[src/icache_pkg.sv]
// icache shared definitions
`default_nettype none

package icache_pkg;

  // --------------------
  // widths
  localparam int ADDR_WIDTH     = 32;
  localparam int WORD_WIDTH     = 64;  // fetch word and bus beat
  localparam int LINE_WORDS     = 4;
  localparam int WORD_SEL_WIDTH = 2;
  localparam int OFFSET_WIDTH   = 5;   // 32-byte line

  typedef logic [ADDR_WIDTH-1:0]     addr_t;
  typedef logic [WORD_WIDTH-1:0]     word_t;
  typedef logic [WORD_SEL_WIDTH-1:0] word_sel_t;

  // --------------------
  // bus return beat and refill write
  typedef struct packed {
    logic  valid;
    logic  last;   // set on word 3
    word_t data;
  } ret_beat_t;

  typedef struct packed {
    logic      en;
    logic      way;
    word_sel_t word_sel;
    word_t     data;
  } line_wr_t;

  typedef enum logic [1:0] {
    IDLE,
    LOOKUP,
    MISS,
    REFILL
  } cache_state_e;

endpackage

`default_nettype wire

[src/icache_ctrl.sv]
// icache controller
`timescale 1ns/1ps
`default_nettype none

module icache_ctrl #(
  parameter  int INDEX_WIDTH = 6,
  localparam int TAG_WIDTH   = icache_pkg::ADDR_WIDTH - INDEX_WIDTH - icache_pkg::OFFSET_WIDTH
) (
  input  logic                   i_clk,
  input  logic                   i_rst,
  // cpu side
  input  logic                   i_valid,
  input  icache_pkg::addr_t      i_addr,
  output logic                   o_addr_ok,
  output logic                   o_data_ok,
  output icache_pkg::word_t      o_rdata,
  // bus side
  output logic                   o_rd_req,
  output icache_pkg::addr_t      o_rd_addr,
  input  logic                   i_rd_rdy,
  input  icache_pkg::ret_beat_t  i_ret,
  // arrays
  input  logic                   i_hit,
  input  logic                   i_hit_way,
  input  logic                   i_victim_way,
  input  icache_pkg::word_t      i_way0_word,
  input  icache_pkg::word_t      i_way1_word,
  output logic [INDEX_WIDTH-1:0] o_rd_index,
  output logic [INDEX_WIDTH-1:0] o_req_index,
  output logic [TAG_WIDTH-1:0]   o_req_tag,
  output icache_pkg::word_sel_t  o_word_sel,
  output icache_pkg::line_wr_t   o_line_wr,
  output logic                   o_fill,
  output logic                   o_fill_way
);

  localparam int OFS = icache_pkg::OFFSET_WIDTH;

  icache_pkg::cache_state_e state_q;
  icache_pkg::cache_state_e state_d;
  icache_pkg::addr_t        req_addr_q;  // request buffer
  icache_pkg::word_sel_t    beat_cnt_q;
  logic                     victim_q;
  logic                     in_lookup;
  logic                     in_refill;
  logic                     beat;

  assign in_lookup = (state_q == icache_pkg::LOOKUP);
  assign in_refill = (state_q == icache_pkg::REFILL);
  assign beat      = in_refill && i_ret.valid;

  // --------------------
  // request buffer
  always_ff @(posedge i_clk) begin
    if (i_rst) begin
      req_addr_q <= '0;
    end else if (i_valid && o_addr_ok) begin
      req_addr_q <= i_addr;
    end
  end

  assign o_req_tag   = req_addr_q[icache_pkg::ADDR_WIDTH-1 -: TAG_WIDTH];
  assign o_req_index = req_addr_q[OFS +: INDEX_WIDTH];
  assign o_word_sel  = req_addr_q[OFS-1 -: icache_pkg::WORD_SEL_WIDTH];
  assign o_rd_index  = o_addr_ok ? i_addr[OFS +: INDEX_WIDTH] : o_req_index;

  // --------------------
  // state machine
  always_comb begin
    state_d = state_q;
    case (state_q)
      icache_pkg::IDLE: begin
        if (i_valid) begin
          state_d = icache_pkg::LOOKUP;
        end
      end
      icache_pkg::LOOKUP: begin
        if (!i_hit) begin
          state_d = icache_pkg::MISS;
        end else if (!i_valid) begin
          state_d = icache_pkg::IDLE;  // otherwise stay for the next hit
        end
      end
      icache_pkg::MISS: begin
        if (i_rd_rdy) begin
          state_d = icache_pkg::REFILL;
        end
      end
      default: begin
        if (beat && i_ret.last) begin
          state_d = icache_pkg::IDLE;
        end
      end
    endcase
  end

  always_ff @(posedge i_clk) begin
    if (i_rst) begin
      state_q    <= icache_pkg::IDLE;
      beat_cnt_q <= '0;
      victim_q   <= 1'b0;
    end else begin
      state_q <= state_d;
      if (in_lookup && !i_hit) begin
        victim_q <= i_victim_way;  // held through the refill
      end
      if (o_rd_req && i_rd_rdy) begin
        beat_cnt_q <= '0;
      end else if (beat) begin
        beat_cnt_q <= beat_cnt_q + 1'b1;
      end
    end
  end

  // --------------------
  // outputs
  assign o_addr_ok = (state_q == icache_pkg::IDLE) || (in_lookup && i_hit && i_valid);
  assign o_data_ok = (in_lookup && i_hit) || (beat && (beat_cnt_q == o_word_sel));
  assign o_rdata   = in_lookup ? (i_hit_way ? i_way1_word : i_way0_word) : i_ret.data;

  assign o_rd_req  = (state_q == icache_pkg::MISS);
  assign o_rd_addr = {req_addr_q[icache_pkg::ADDR_WIDTH-1:OFS], {OFS{1'b0}}};

  assign o_line_wr.en       = beat;
  assign o_line_wr.way      = victim_q;
  assign o_line_wr.word_sel = beat_cnt_q;
  assign o_line_wr.data     = i_ret.data;

  assign o_fill     = beat && i_ret.last;
  assign o_fill_way = victim_q;

  // address held with the request
  a_req_held : assert property (@(posedge i_clk) disable iff (i_rst)
    (o_rd_req && !i_rd_rdy) |=> (o_rd_req && $stable(o_rd_addr)));

  // bus must deliver exactly four beats
  a_last_on_word3 : assert property (@(posedge i_clk) disable iff (i_rst)
    (beat && i_ret.last) |->
      (beat_cnt_q == icache_pkg::word_sel_t'(icache_pkg::LINE_WORDS - 1)));

endmodule

`default_nettype wire

[config.mk]
export PLATFORM = sky130hd
export DESIGN_NAME = icache_ctrl
export DESIGN_NICKNAME = d
export VERILOG_FILES = /design/src/icache_pkg.sv /design/src/icache_ctrl.sv
export SDC_FILE = /design/constraint.sdc
export NUM_CORES = 1
export LEC_CHECK = 0
export ABC_AREA = 1
export BUFFER_PORTS_ARGS = -buffer_cell sky130_fd_sc_hd__buf_2
export CAP_MARGIN = 20
export CELL_PAD_IN_SITES_DETAIL_PLACEMENT = 0
export CELL_PAD_IN_SITES_GLOBAL_PLACEMENT = 2
export CORE_AREA = 2 2 170 172
export CTS_BUF_LIST = sky130_fd_sc_hd__clkbuf_16
export CTS_CLUSTER_DIAMETER = 120
export DETAILED_ROUTE_END_ITERATION = 10
export DIE_AREA = 0 0 172 174
export MAX_ROUTING_LAYER = met4
export PLACE_DENSITY = 0.89
export SLEW_MARGIN = 30
export SYNTH_ARGS = -nofsm -noshare
export SYNTH_HDL_FRONTEND = slang
export SYNTH_SLANG_ARGS = --single-unit
[constraint.sdc]
create_clock -name i_clk -period 2.1 [get_ports i_clk]
set_clock_uncertainty 0.15 [all_clocks]
set_input_delay 0.105 -clock i_clk [delete_from_list [all_inputs] [get_ports i_clk]]
set_output_delay 0.105 -clock i_clk [all_outputs]
set_load 0.05 [all_outputs]
# --- Word-level counts from Yosys, hierarchy flattened ---
# Index checks and enable logic that the tools add are counted.
classes:
  reduce_logical: 15
  n_mux: 9
  add_sub_neg: 1
  n_eq_ne: 7
ops:
  columns: ["operator", "count"]
  rows:
  - ["2-to-1 mux 64 bit", 2]
  - ["2-to-1 mux 2 bit", 5]
  - ["logical AND 1 bit", 8]
  - ["2-to-1 mux 6 bit", 1]
  - ["one-hot mux 2 bit (3 select lines)", 1]
  - ["equality test 2 bit (second input constant)", 2]
  - ["AND reduction 4 bit", 1]
  - ["nonzero test 4 bit", 1]
  - ["inequality test 3 bit (second input constant)", 1]
  - ["adder 2 x 1 -> 2 bit (second input constant)", 1]
  - ["equality test 2 x 1 -> 1 bit (second input constant)", 1]
  - ["equality test 2 bit", 1]
  - ["logical NOT 2 bit", 1]
  - ["logical OR 1 bit", 2]
  - ["inequality test 2 x 1 -> 1 bit (second input constant)", 1]
  - ["inequality test 2 bit (second input constant)", 1]
  - ["OR reduction 2 bit", 1]
  - ["logical NOT 1 bit", 1]
totals:
  ff_bits: 37
  output_inout_bits: 204
  input_bits: 233

# --- Depth between registers and ports, before layout ---
# Gate-level depths: netlist of the first run.
logic_depth:
  ltp_word: 5
  mapped_depth: 8

# --- Worst setup path before layout of the first run ---
# OpenSTA, ideal clock, no wires.
synth_path:
  path_type: "flip-flop to output port"
  start: "reg state_q[0]"
  end: "out o_data_ok"
  path_stages_with_launch: 6
  path_slack_ps: -109
  path_buffers: 3
  required_time_ps: 1845
  t_arrival_ps: 1954
  path_cell_list: "dfxtp_1 > buf_2 > nand2_2 > buf_4 > buf_4 > o21ai_0"
synth_between:
  elab_chain_cells: 4
synth_rtl:
  columns: ["item", "line_no", "source"]
  rows:
  - ["start: declaration", "icache_ctrl.sv:39", "icache_pkg::cache_state_e state_q;"]
  - ["start signal: assignment", "icache_ctrl.sv:99", "state_q <= icache_pkg::IDLE;"]
  - ["start signal: assignment", "icache_ctrl.sv:103", "state_q <= state_d;"]
  - ["equality test 2 bit", "icache_ctrl.sv:49", "assign in_refill = (state_q == icache_pkg::REFILL);"]
  - ["logical AND 1 bit", "icache_ctrl.sv:50", "assign beat = in_refill && i_ret.valid;"]
  - ["logical AND 1 bit", "icache_ctrl.sv:118", "assign o_data_ok = (in_lookup && i_hit) || (beat && (beat_cnt_q == o_word_sel));"]
  - ["logical OR 1 bit (*)", "icache_ctrl.sv:118", null]
  - ["end: declaration", "icache_ctrl.sv:15", "output logic o_data_ok,"]
# Mark *: on every way between the ends. The rest lies on a longest branch, timed or not.

# --- Final worst setup path of the first run ---
layout_path:
  start: "reg state_q[1]"
  end: "out o_rdata[53]"
layout_between:
  elab_chain_cells: 2
layout_rtl:
  columns: ["item", "line_no", "source"]
  rows:
  - ["equality test 2 x 1 -> 1 bit", "icache_ctrl.sv:48", "assign in_lookup = (state_q == icache_pkg::LOOKUP);"]
  - ["2-to-1 mux 64 bit", "icache_ctrl.sv:119", "assign o_rdata = in_lookup ? (i_hit_way ? i_way1_word : i_way0_word) : i_ret.data;"]
  - ["end: declaration", "icache_ctrl.sv:16", "output icache_pkg::word_t o_rdata,"]
# No other way between the ends.

==> results by group, run 1 <==
CTS
  – Post-CTS Repair Setup Buffers: 0
  – Clock Tree Buf Depth: 2
  – Clock transition at path regs: 50 ps
  – Clock Sinks: 34
  – Clk_lat worst skew: 270 ps
  – Clk root buf: clkbuf_16
  – CTS Buf Count: 5
  – CTS tree: built
  – Htree depth: 2

GRT
  – First-pass GRT wire length: 28100 um
  – Number of global-route vias before repair: 4733
  – Largest net degree at the start of global routing: 67
  – Initial antenna violation count: 0
  – Global Route Usage Sum: 12.8%
  – GRT overflow: 0

Worst setup path
  – Crit path DAT: 1800 ps
  – Maximum single-stage delay on the critical path: 340 ps
  – Crit. Startpoint: state_q[1]$_SDFFE_PP0P_
  – Crit path capture type: primary output
  – Crit-path slowest cell: dfxtp_1
  – Crit path capture: o_rdata[53]
  – FF-to-FF End: o_fill_way$_SDFFE_PP0P_
  – Most used cell, CP: a21oi_1
  – Worst-path cell chain: inv_2 -> nand2_2 -> buf_12 -> a21oi_1 -> a21oi_1 -> buf_2
  – Startpoint Class: register
  – Crit path buf inv count: 3
  – Worst path depth: 6
  – Largest delay share family, worst path: buffers and inverters
  – R2R setup slack: 280 ps
  – Critical Path RT: 1850 ps
  – FF-to-FF Start: state_q[0]$_SDFFE_PP0P_
  – Worst Reg2Reg Path Length in Cells: 6
  – Kind of critical path: register to primary output
  – Critical path fanouts, max: 66

Job
  – MaxCap Viol Count: 0

Die
  – IO Pins: 437
  – Core footprint: 28200 sq um
  – Row cnt: 62
  – Die Wd: 172 um
  – Die Height: 174 um
  – Initial core utilization: 13.0%
  – Die ar.: 29900 sq um

Power and ir drop
  – Power, Total: 5.95 mW
  – Pwr/cell area: 953 nW/um^2
  – P_leak: 3.38 nW
  – Peak supply drop: 0.440 mV

STA
  – Hold_ws: -6.94 ps
  – Max Slew Vio Count: 0
  – Min Tclk post-route: 2060 ps
  – Slew headroom: 60.0%
  – Post-Route Setup TNS: 0 ps
  – Pin slew with the least headroom to its limit: 599 ps
  – Fin crit share: 98.0%
  – Fmax: 486 MHz
  – Hold Fails Final Rpt: 1
  – RSZ-0062 raised after global routing: no
  – Setup-failing EPs final: 0

Yosys
  – Synthesized area: 3680 sq um
  – Sequential share of the synthesized area: 18.5%
  – Average footprint of a synthesized cell: 5.96 sq um
  – Cells after synthesis: 617
  – Synth Register Bits: 34
  – Ys Warns: 0
  – Post-synthesis cell type count: 20

Cells and area
  – Post-route cell area: 6240 sq um
  – # nets final: 1189
  – Layout Cells excl Fill: 1340
  – Share of cells above drive strength 1: 48.3%
  – Area delta synth->final: 69.8%
  – FILL cells: 3337
  – Antenna diode count: 0

Place
  – DP Cell Count: 1309
  – Gpl congestion: 0.776
  – Dpl cell area: 5830 sq um
  – Port bufs: 428
  – DPL Wire Length: 16900 um

Status
  – Outcome: complete, but fails checks
  – Violations in the final reports: hold timing

Drt
  – Routed len/inst: 15.8 um
  – Routed WL: 21200 um
  – Via/cell ratio: 3.85
  – DR DRC count: 0
  – TritonRoute pass-1 iters: 4
  – DRT iter0 DRCs: 212
  – Antenna viol nets, final: 0
  – DR vias: 5154

Worst hold path
  – Worst min path class: primary input to register
## sequential cells by signal, summed over array words and instances (netlist names)
signal / cells
beat_cnt_q: 2
o_fill_way: 1
req_addr_q: 29
state_q: 2
## per-stage QoR
stage	setup slack (ps)	util (%)
global route	1.25	22.1
finish	42.0	22.1
detailed placement	295	20.6
floorplan	49.5	-
CTS	28.1	21.9
global placement	307	20.6
## worst min path at each step
stage / from / endpoint / depth (start not counted)
floorplan: i_rst / o_fill_way$_SDFFE_PP0P_ / 1
global placement: i_rst / o_fill_way$_SDFFE_PP0P_ / 2
detailed placement: i_rst / o_fill_way$_SDFFE_PP0P_ / 2
CTS: i_rd_rdy / beat_cnt_q[1]$_SDFFE_PP0P_ / 4
global route: i_rd_rdy / beat_cnt_q[1]$_SDFFE_PP0P_ / 4
finish: i_rd_rdy / beat_cnt_q[1]$_SDFFE_PP0P_ / 4
## synthesized netlist by cell type
library cell	instances	area share, %
a21oi_1	165	22
o21ai_0	1	0.14
xnor2_1	3	0.71
buf_2	10	1.4
buf_1	4	0.41
inv_2	3	0.31
nor3_1	2	0.27
conb_1	1	0.10
nor3b_1	1	0.20
inv_1	16	1.6
nor2_1	107	11
buf_4	105	21
nand3b_1	23	4.7
nand2_1	103	11
a21oi_4	1	0.44
dfxtp_1	34	19
nand2_2	2	0.34
buf_6	7	2.1
nand3_1	12	1.6
clkbuf_1	17	1.7
## power by group
group / total (mW) / leakage (nW) / internal (mW) / switching (mW)
combinational: 4.44 / 3.02 / 1.27 / 3.18
clock: 0.684 / 0.0723 / 0.424 / 0.261
sequential: 0.821 / 0.281 / 0.741 / 0.0803
## worst min-delay path: stages
cell and delay, ps:
buf_2 90, nand2_1 50, nand2_1 80, nor2_1 50
## kinds of logic (layout without fill, tap and decap cells)
group / after synthesis / after routing / synth area share [%]
AOI/OAI and AO/OA: 167 / 167 / 23.0
xor gates and xnor gates: 3 / 3 / 0.715
buffers and inverters: 162 / 497 / 29.0
DFF: 34 / 34 / 18.5
other: 1 / 5 / 0.102
and+or+nand+nor: 250 / 250 / 28.6
## timing repair
| item | in CTS | in global routing |
|---|---|---|
| gates resized for setup | 1 | 5 |
| pin swaps | 0 | 0 |
| hold endpoints to repair | 23 | 0 |
| endpoints found under the setup margin | 1 | 11 |
| gates cloned | 0 | 2 |
| hold buffers | 22 | 0 |
## final cells by class
cell class	count	area, sq um	area share (%)
repair buffers	471	2930	46.9
multi-input cells	425	1950	31.2
flip-flops and latches	34	681	10.9
well taps	384	480	7.70
clock buffers	5	125	2.00
inverters	19	73.8	1.18
clock inverters	2	7.51	0.120
## layer usage
| metal | track usage (%) | vias to the layer above | share of wire (%) |
|---|---|---|---|
| li1 | - | 2580 | - |
| met3 | 2.64 | 17 | 8.3 |
| met2 | 22.0 | 256 | 49 |
| met1 | 15.0 | 2301 | 40 |
| met5 | - | - | 0 |
| met4 | 3.19 | 0 | 2.2 |
## cell usage in the layout, fill, tap and decap left out
| master | n |
|---|---|
| buf_2 | 405 |
| buf_12 | 25 |
| xnor2_1 | 3 |
| dlygate4sd3_1 | 22 |
| a21oi_4 | 1 |
| nand2_2 | 2 |
| buf_4 | 17 |
| o21ai_1 | 1 |
| dfxtp_1 | 34 |
| a21oi_2 | 2 |
| clkbuf_16 | 7 |
| nand2_1 | 103 |
| a21oi_1 | 163 |
| inv_2 | 2 |
| nor2_1 | 107 |
| inv_4 | 1 |
| conb_1 | 5 |
| nor3b_1 | 1 |
| inv_1 | 18 |
| nand3_1 | 12 |
| nand3b_1 | 23 |
| nor3_1 | 2 |
(Power assumes the default switching activity.)
==> run 2: changes to the inputs <==
--- a/config.mk
+++ b/config.mk
@@ -5,18 +5,17 @@
 export SDC_FILE = /design/constraint.sdc
 export NUM_CORES = 1
 export LEC_CHECK = 0
-export ABC_AREA = 1
 export BUFFER_PORTS_ARGS = -buffer_cell sky130_fd_sc_hd__buf_2
 export CAP_MARGIN = 20
 export CELL_PAD_IN_SITES_DETAIL_PLACEMENT = 0
 export CELL_PAD_IN_SITES_GLOBAL_PLACEMENT = 2
-export CORE_AREA = 2 2 170 172
+export CORE_AREA = 2 2 169 171
 export CTS_BUF_LIST = sky130_fd_sc_hd__clkbuf_16
 export CTS_CLUSTER_DIAMETER = 120
 export DETAILED_ROUTE_END_ITERATION = 10
-export DIE_AREA = 0 0 172 174
+export DIE_AREA = 0 0 171 173
 export MAX_ROUTING_LAYER = met4
-export PLACE_DENSITY = 0.89
+export PLACE_DENSITY = 0.85
 export SLEW_MARGIN = 30
 export SYNTH_ARGS = -nofsm -noshare
 export SYNTH_HDL_FRONTEND = slang
==> run 2 against run 1 <==
Against the previous run: the run now ends clean; sequential power down 13%; synthesized cell count down 21%; register-to-register slack better by 290 ps; combinational power decreased by 50%; cell count decreased by 9.5%; highest routed layer unchanged.
==> results by group, run 2 <==
Die
  – IO Pins: 437 (unchanged)
  – Die Height: 173 um (-0.57%)
  – Die ar.: 29600 sq um (-1.2%)
  – Row cnt: 61 (-1.6%)
  – Initial core utilization: 13.3% (+0.25 points)
  – Die Wd: 171 um (-0.58%)
  – Core footprint: 27600 sq um (-2.2%)

Worst setup path
  – FF-to-FF Start: state_q[0]$_SDFFE_PP0P_
  – Maximum single-stage delay on the critical path: 350 ps (about the same)
  – Critical path fanouts, max: 41 (-38%)
  – Worst Reg2Reg Path Length in Cells: 5 (-1)
  – Largest delay share family, worst path: buffers and inverters
  – Crit path DAT: 1720 ps (-80 ps)
  – Worst path depth: 4 (-2)
  – Crit path buf inv count: 2 (-1)
  – Crit path capture type: primary output
  – Crit. Startpoint: state_q[1]$_SDFFE_PP0P_
  – Startpoint Class: register
  – Worst-path cell chain: nand2b_4 -> buf_12 -> o21ai_0 -> buf_2
  – Kind of critical path: register to primary output
  – Critical Path RT: 1850 ps (about the same)
  – Crit-path slowest cell: o21ai_0

Power and ir drop
  – Pwr/cell area: 609 nW/um^2 (-36%)
  – Peak supply drop: 0.484 mV (+9.8%)
  – P_leak: 3.29 nW (-2.6%)

Yosys
  – Ys Warns: 0 (unchanged)
  – Yosys top cell by area: buf_4
  – Post-synth EDFFs: 0 (unchanged)
  – Most frequent cells after synthesis: 104 x buf_4, 81 x o21ai_0, 64 x mux2i_1, 56 x nand2_1, 34 x dfxtp_1
  – Average footprint of a synthesized cell: 7.54 sq um (+27%)
  – Synth Flop Type: dfxtp_1
  – Synth Register Bits: 34 (unchanged)
  – Most common cell in the netlist: buf_4
  – Async SR Flop Fraction: 0% (unchanged)
  – Sequential share of the synthesized area: 18.6% (+0.051 points)
  – Yosys top cell area share: 21.3% (-1.2 points)
  – Dominant cells by area after synthesis: buf_4 21%, dfxtp_1 19%, mux2i_1 17%, o21ai_0 11%, nand2_1 5.7%
  – Cells after synthesis: 486 (-21%)
  – Synthesized area: 3670 sq um (-0.27%)
  – Post-synthesis cell type count: 36 (+80%)

CTS
  – Post-CTS Repair Setup Buffers: 0 (unchanged)
  – Hold-fix buffers at CTS: 32 (+45%)
  – Clock transition at path regs: 60 ps (about the same)
  – Clk root buf: clkbuf_16
  – CTS tree: built
  – Post-cts resize count: 0 (-1)
  – CTS Buf Count: 5 (unchanged)
  – Htree depth: 2 (unchanged)
  – Clk_lat worst skew: 280 ps (about the same)
  – Clock Sinks: 34 (unchanged)
  – Clock Tree Buf Depth: 2 (unchanged)

Drt
  – Wl on met1: 7370 um (-14%)
  – DR vias: 4566 (-11%)
  – Via/cell ratio: 3.76 (-2.1%)
  – Antenna viol nets, final: 0 (unchanged)
  – Top sig layer: met4
  – TritonRoute pass-1 iters: 4 (unchanged)
  – Routed len/inst: 15.3 um (-3.2%)
  – Routed WL: 18500 um (-12%)
  – Wire length on met2: 9390 um (-9.9%)
  – DR DRC count: 0 (unchanged)
  – DRT iter0 DRCs: 134 (-37%)
  – Met3 wire len: 1550 um (-12%)

Worst hold path
  – Worst min path class: primary input to register
  – WHS Path Cells: 3 (-1)
  – Hold Startpoint: i_hit

Cells and area
  – Final core occ: 21.9% (-0.22 points)
  – Top reg by flops: req_addr_q
  – Max FFs per register: 29 (unchanged)
  – Share of cells above drive strength 1: 57.7% (+9.4 points)
  – Most frequent cells in the layout: 420 x buf_2, 67 x o21ai_0, 64 x mux2i_1
  – Area delta synth->final: 65.0%
  – Most common library cell in the layout ignoring fill and taps: buf_2
  – # nets final: 1065 (-10%)
  – Largest registers: req_addr_q: 29 flops, beat_cnt_q: 2 flops, state_q: 2 flops
  – FILL cells: 3135 (-6.1%)

GRT
  – Global Route Usage Sum: 11.5% (-1.2 points)
  – Largest net degree at the start of global routing: 68 (+1.5%)
  – GRT overflow: 0 (unchanged)
  – First-pass GRT wire length: 25100 um (-11%)
  – Number of global-route vias before repair: 4236 (-11%)
  – Initial antenna violation count: 3 (+3)

Place
  – Gpl congestion: 0.856 (+10%)
  – DPL Wire Length: 15500 um (-7.9%)
  – Port bufs: 428 (unchanged)

STA
  – Max Slew Vio Count: 0 (unchanged)
  – RSZ-0062 raised after global routing: no
  – Fin crit share: 93.8% (-4.2 points)
  – Min Tclk post-route: 1970 ps (-87.2 ps)
  – Fmax: 507 MHz (+4.4%)
  – Hold Fails Final Rpt: 0 (-1)
  – Pin slew with the least headroom to its limit: 668 ps (+68.3 ps)
  – Post-Route Setup TNS: 0 ps (unchanged)
  – Setup-failing EPs final: 0 (unchanged)
  – Slew headroom: 55.5% (-4.6 points)

Status
  – Outcome: complete, no violations

Job
  – MaxCap Viol Count: 0 (unchanged)
-- run 2: final cells by class --
class	count	area, sq um	share of cell area (%)
clock buffer	5	125	2.07
timing repair buffer	473	2740	45.3
multi-input combinational	318	2000	33.1
tap	378	473	7.82
sequential	34	681	11.3
antenna	2	5.00	0.0827
clock inverter	3	21.3	0.352
-- run 2: final timing paths --
path / slack [ps] / end
setup / recovery: 130 / o_rdata[23]
hold / removal: 20 / o_fill_way$_SDFFE_PP0P_
setup reg to reg: 570 / req_addr_q[5]$_SDFFE_PP0P_
hold reg to reg: 340 / req_addr_q[16]$_SDFFE_PP0P_
-- run 2: logic make-up (layout without fill, tap and decap cells) --
family	after synthesis	in the layout	synth area share, %
mux	70	70	19.3
buf+inv	138	481	27.3
xor+xnor	4	4	0.956
simple gates	109	109	14.2
compound gates	130	130	19.6
flops	34	34	18.6
other cells	1	7	0.102
-- run 2: worst register-to-register path, delay by kind of cell (launching register included) --
family                 cells  cell delay (ps)
buffers and inverters      2              480
flip-flops                 1              370
AO/OA/AOI/OAI              2              330
AND/OR/NAND/NOR            1              130
-- run 2: metrics by stage --
| stage | setup slack (ps) | total power [mW] | instance area (sq um) | std cells | hold slack (ps) |
|---|---|---|---|---|---|
| 2_1_floorplan | -93.8 | 2.36 | 3680 | 490 | 43.8 |
| 3_3_place_gp | 429 | 2.91 | 5580 | 1171 | 178 |
| 3_5_place_dp | 421 | 2.91 | 5580 | 1171 | 182 |
| 4_1_cts | 107 | 3.72 | 6040 | 1211 | 23.3 |
| 5_1_grt | 15.2 | 3.84 | 6050 | 1213 | 37.7 |
| 6_report | 129 | 3.68 | 6050 | 1213 | 21.3 |
-- run 2: routing by layer --
metal	track usage [%]	vias to the layer above
met5	-	-
met4	2.33	0
met3	2.43	16
met2	21.4	247
met1	12.5	2032
li1	-	2271
-- run 2: where the power goes --
part / total, mW / switching (mW) / leakage, nW / internal (mW)
logic: 2.22 / 1.59 / 2.94 / 0.630
clock network: 0.750 / 0.310 / 0.0698 / 0.439
registers: 0.717 / 0.0311 / 0.279 / 0.686
total: 3.68 / 1.93 / 3.29 / 1.75
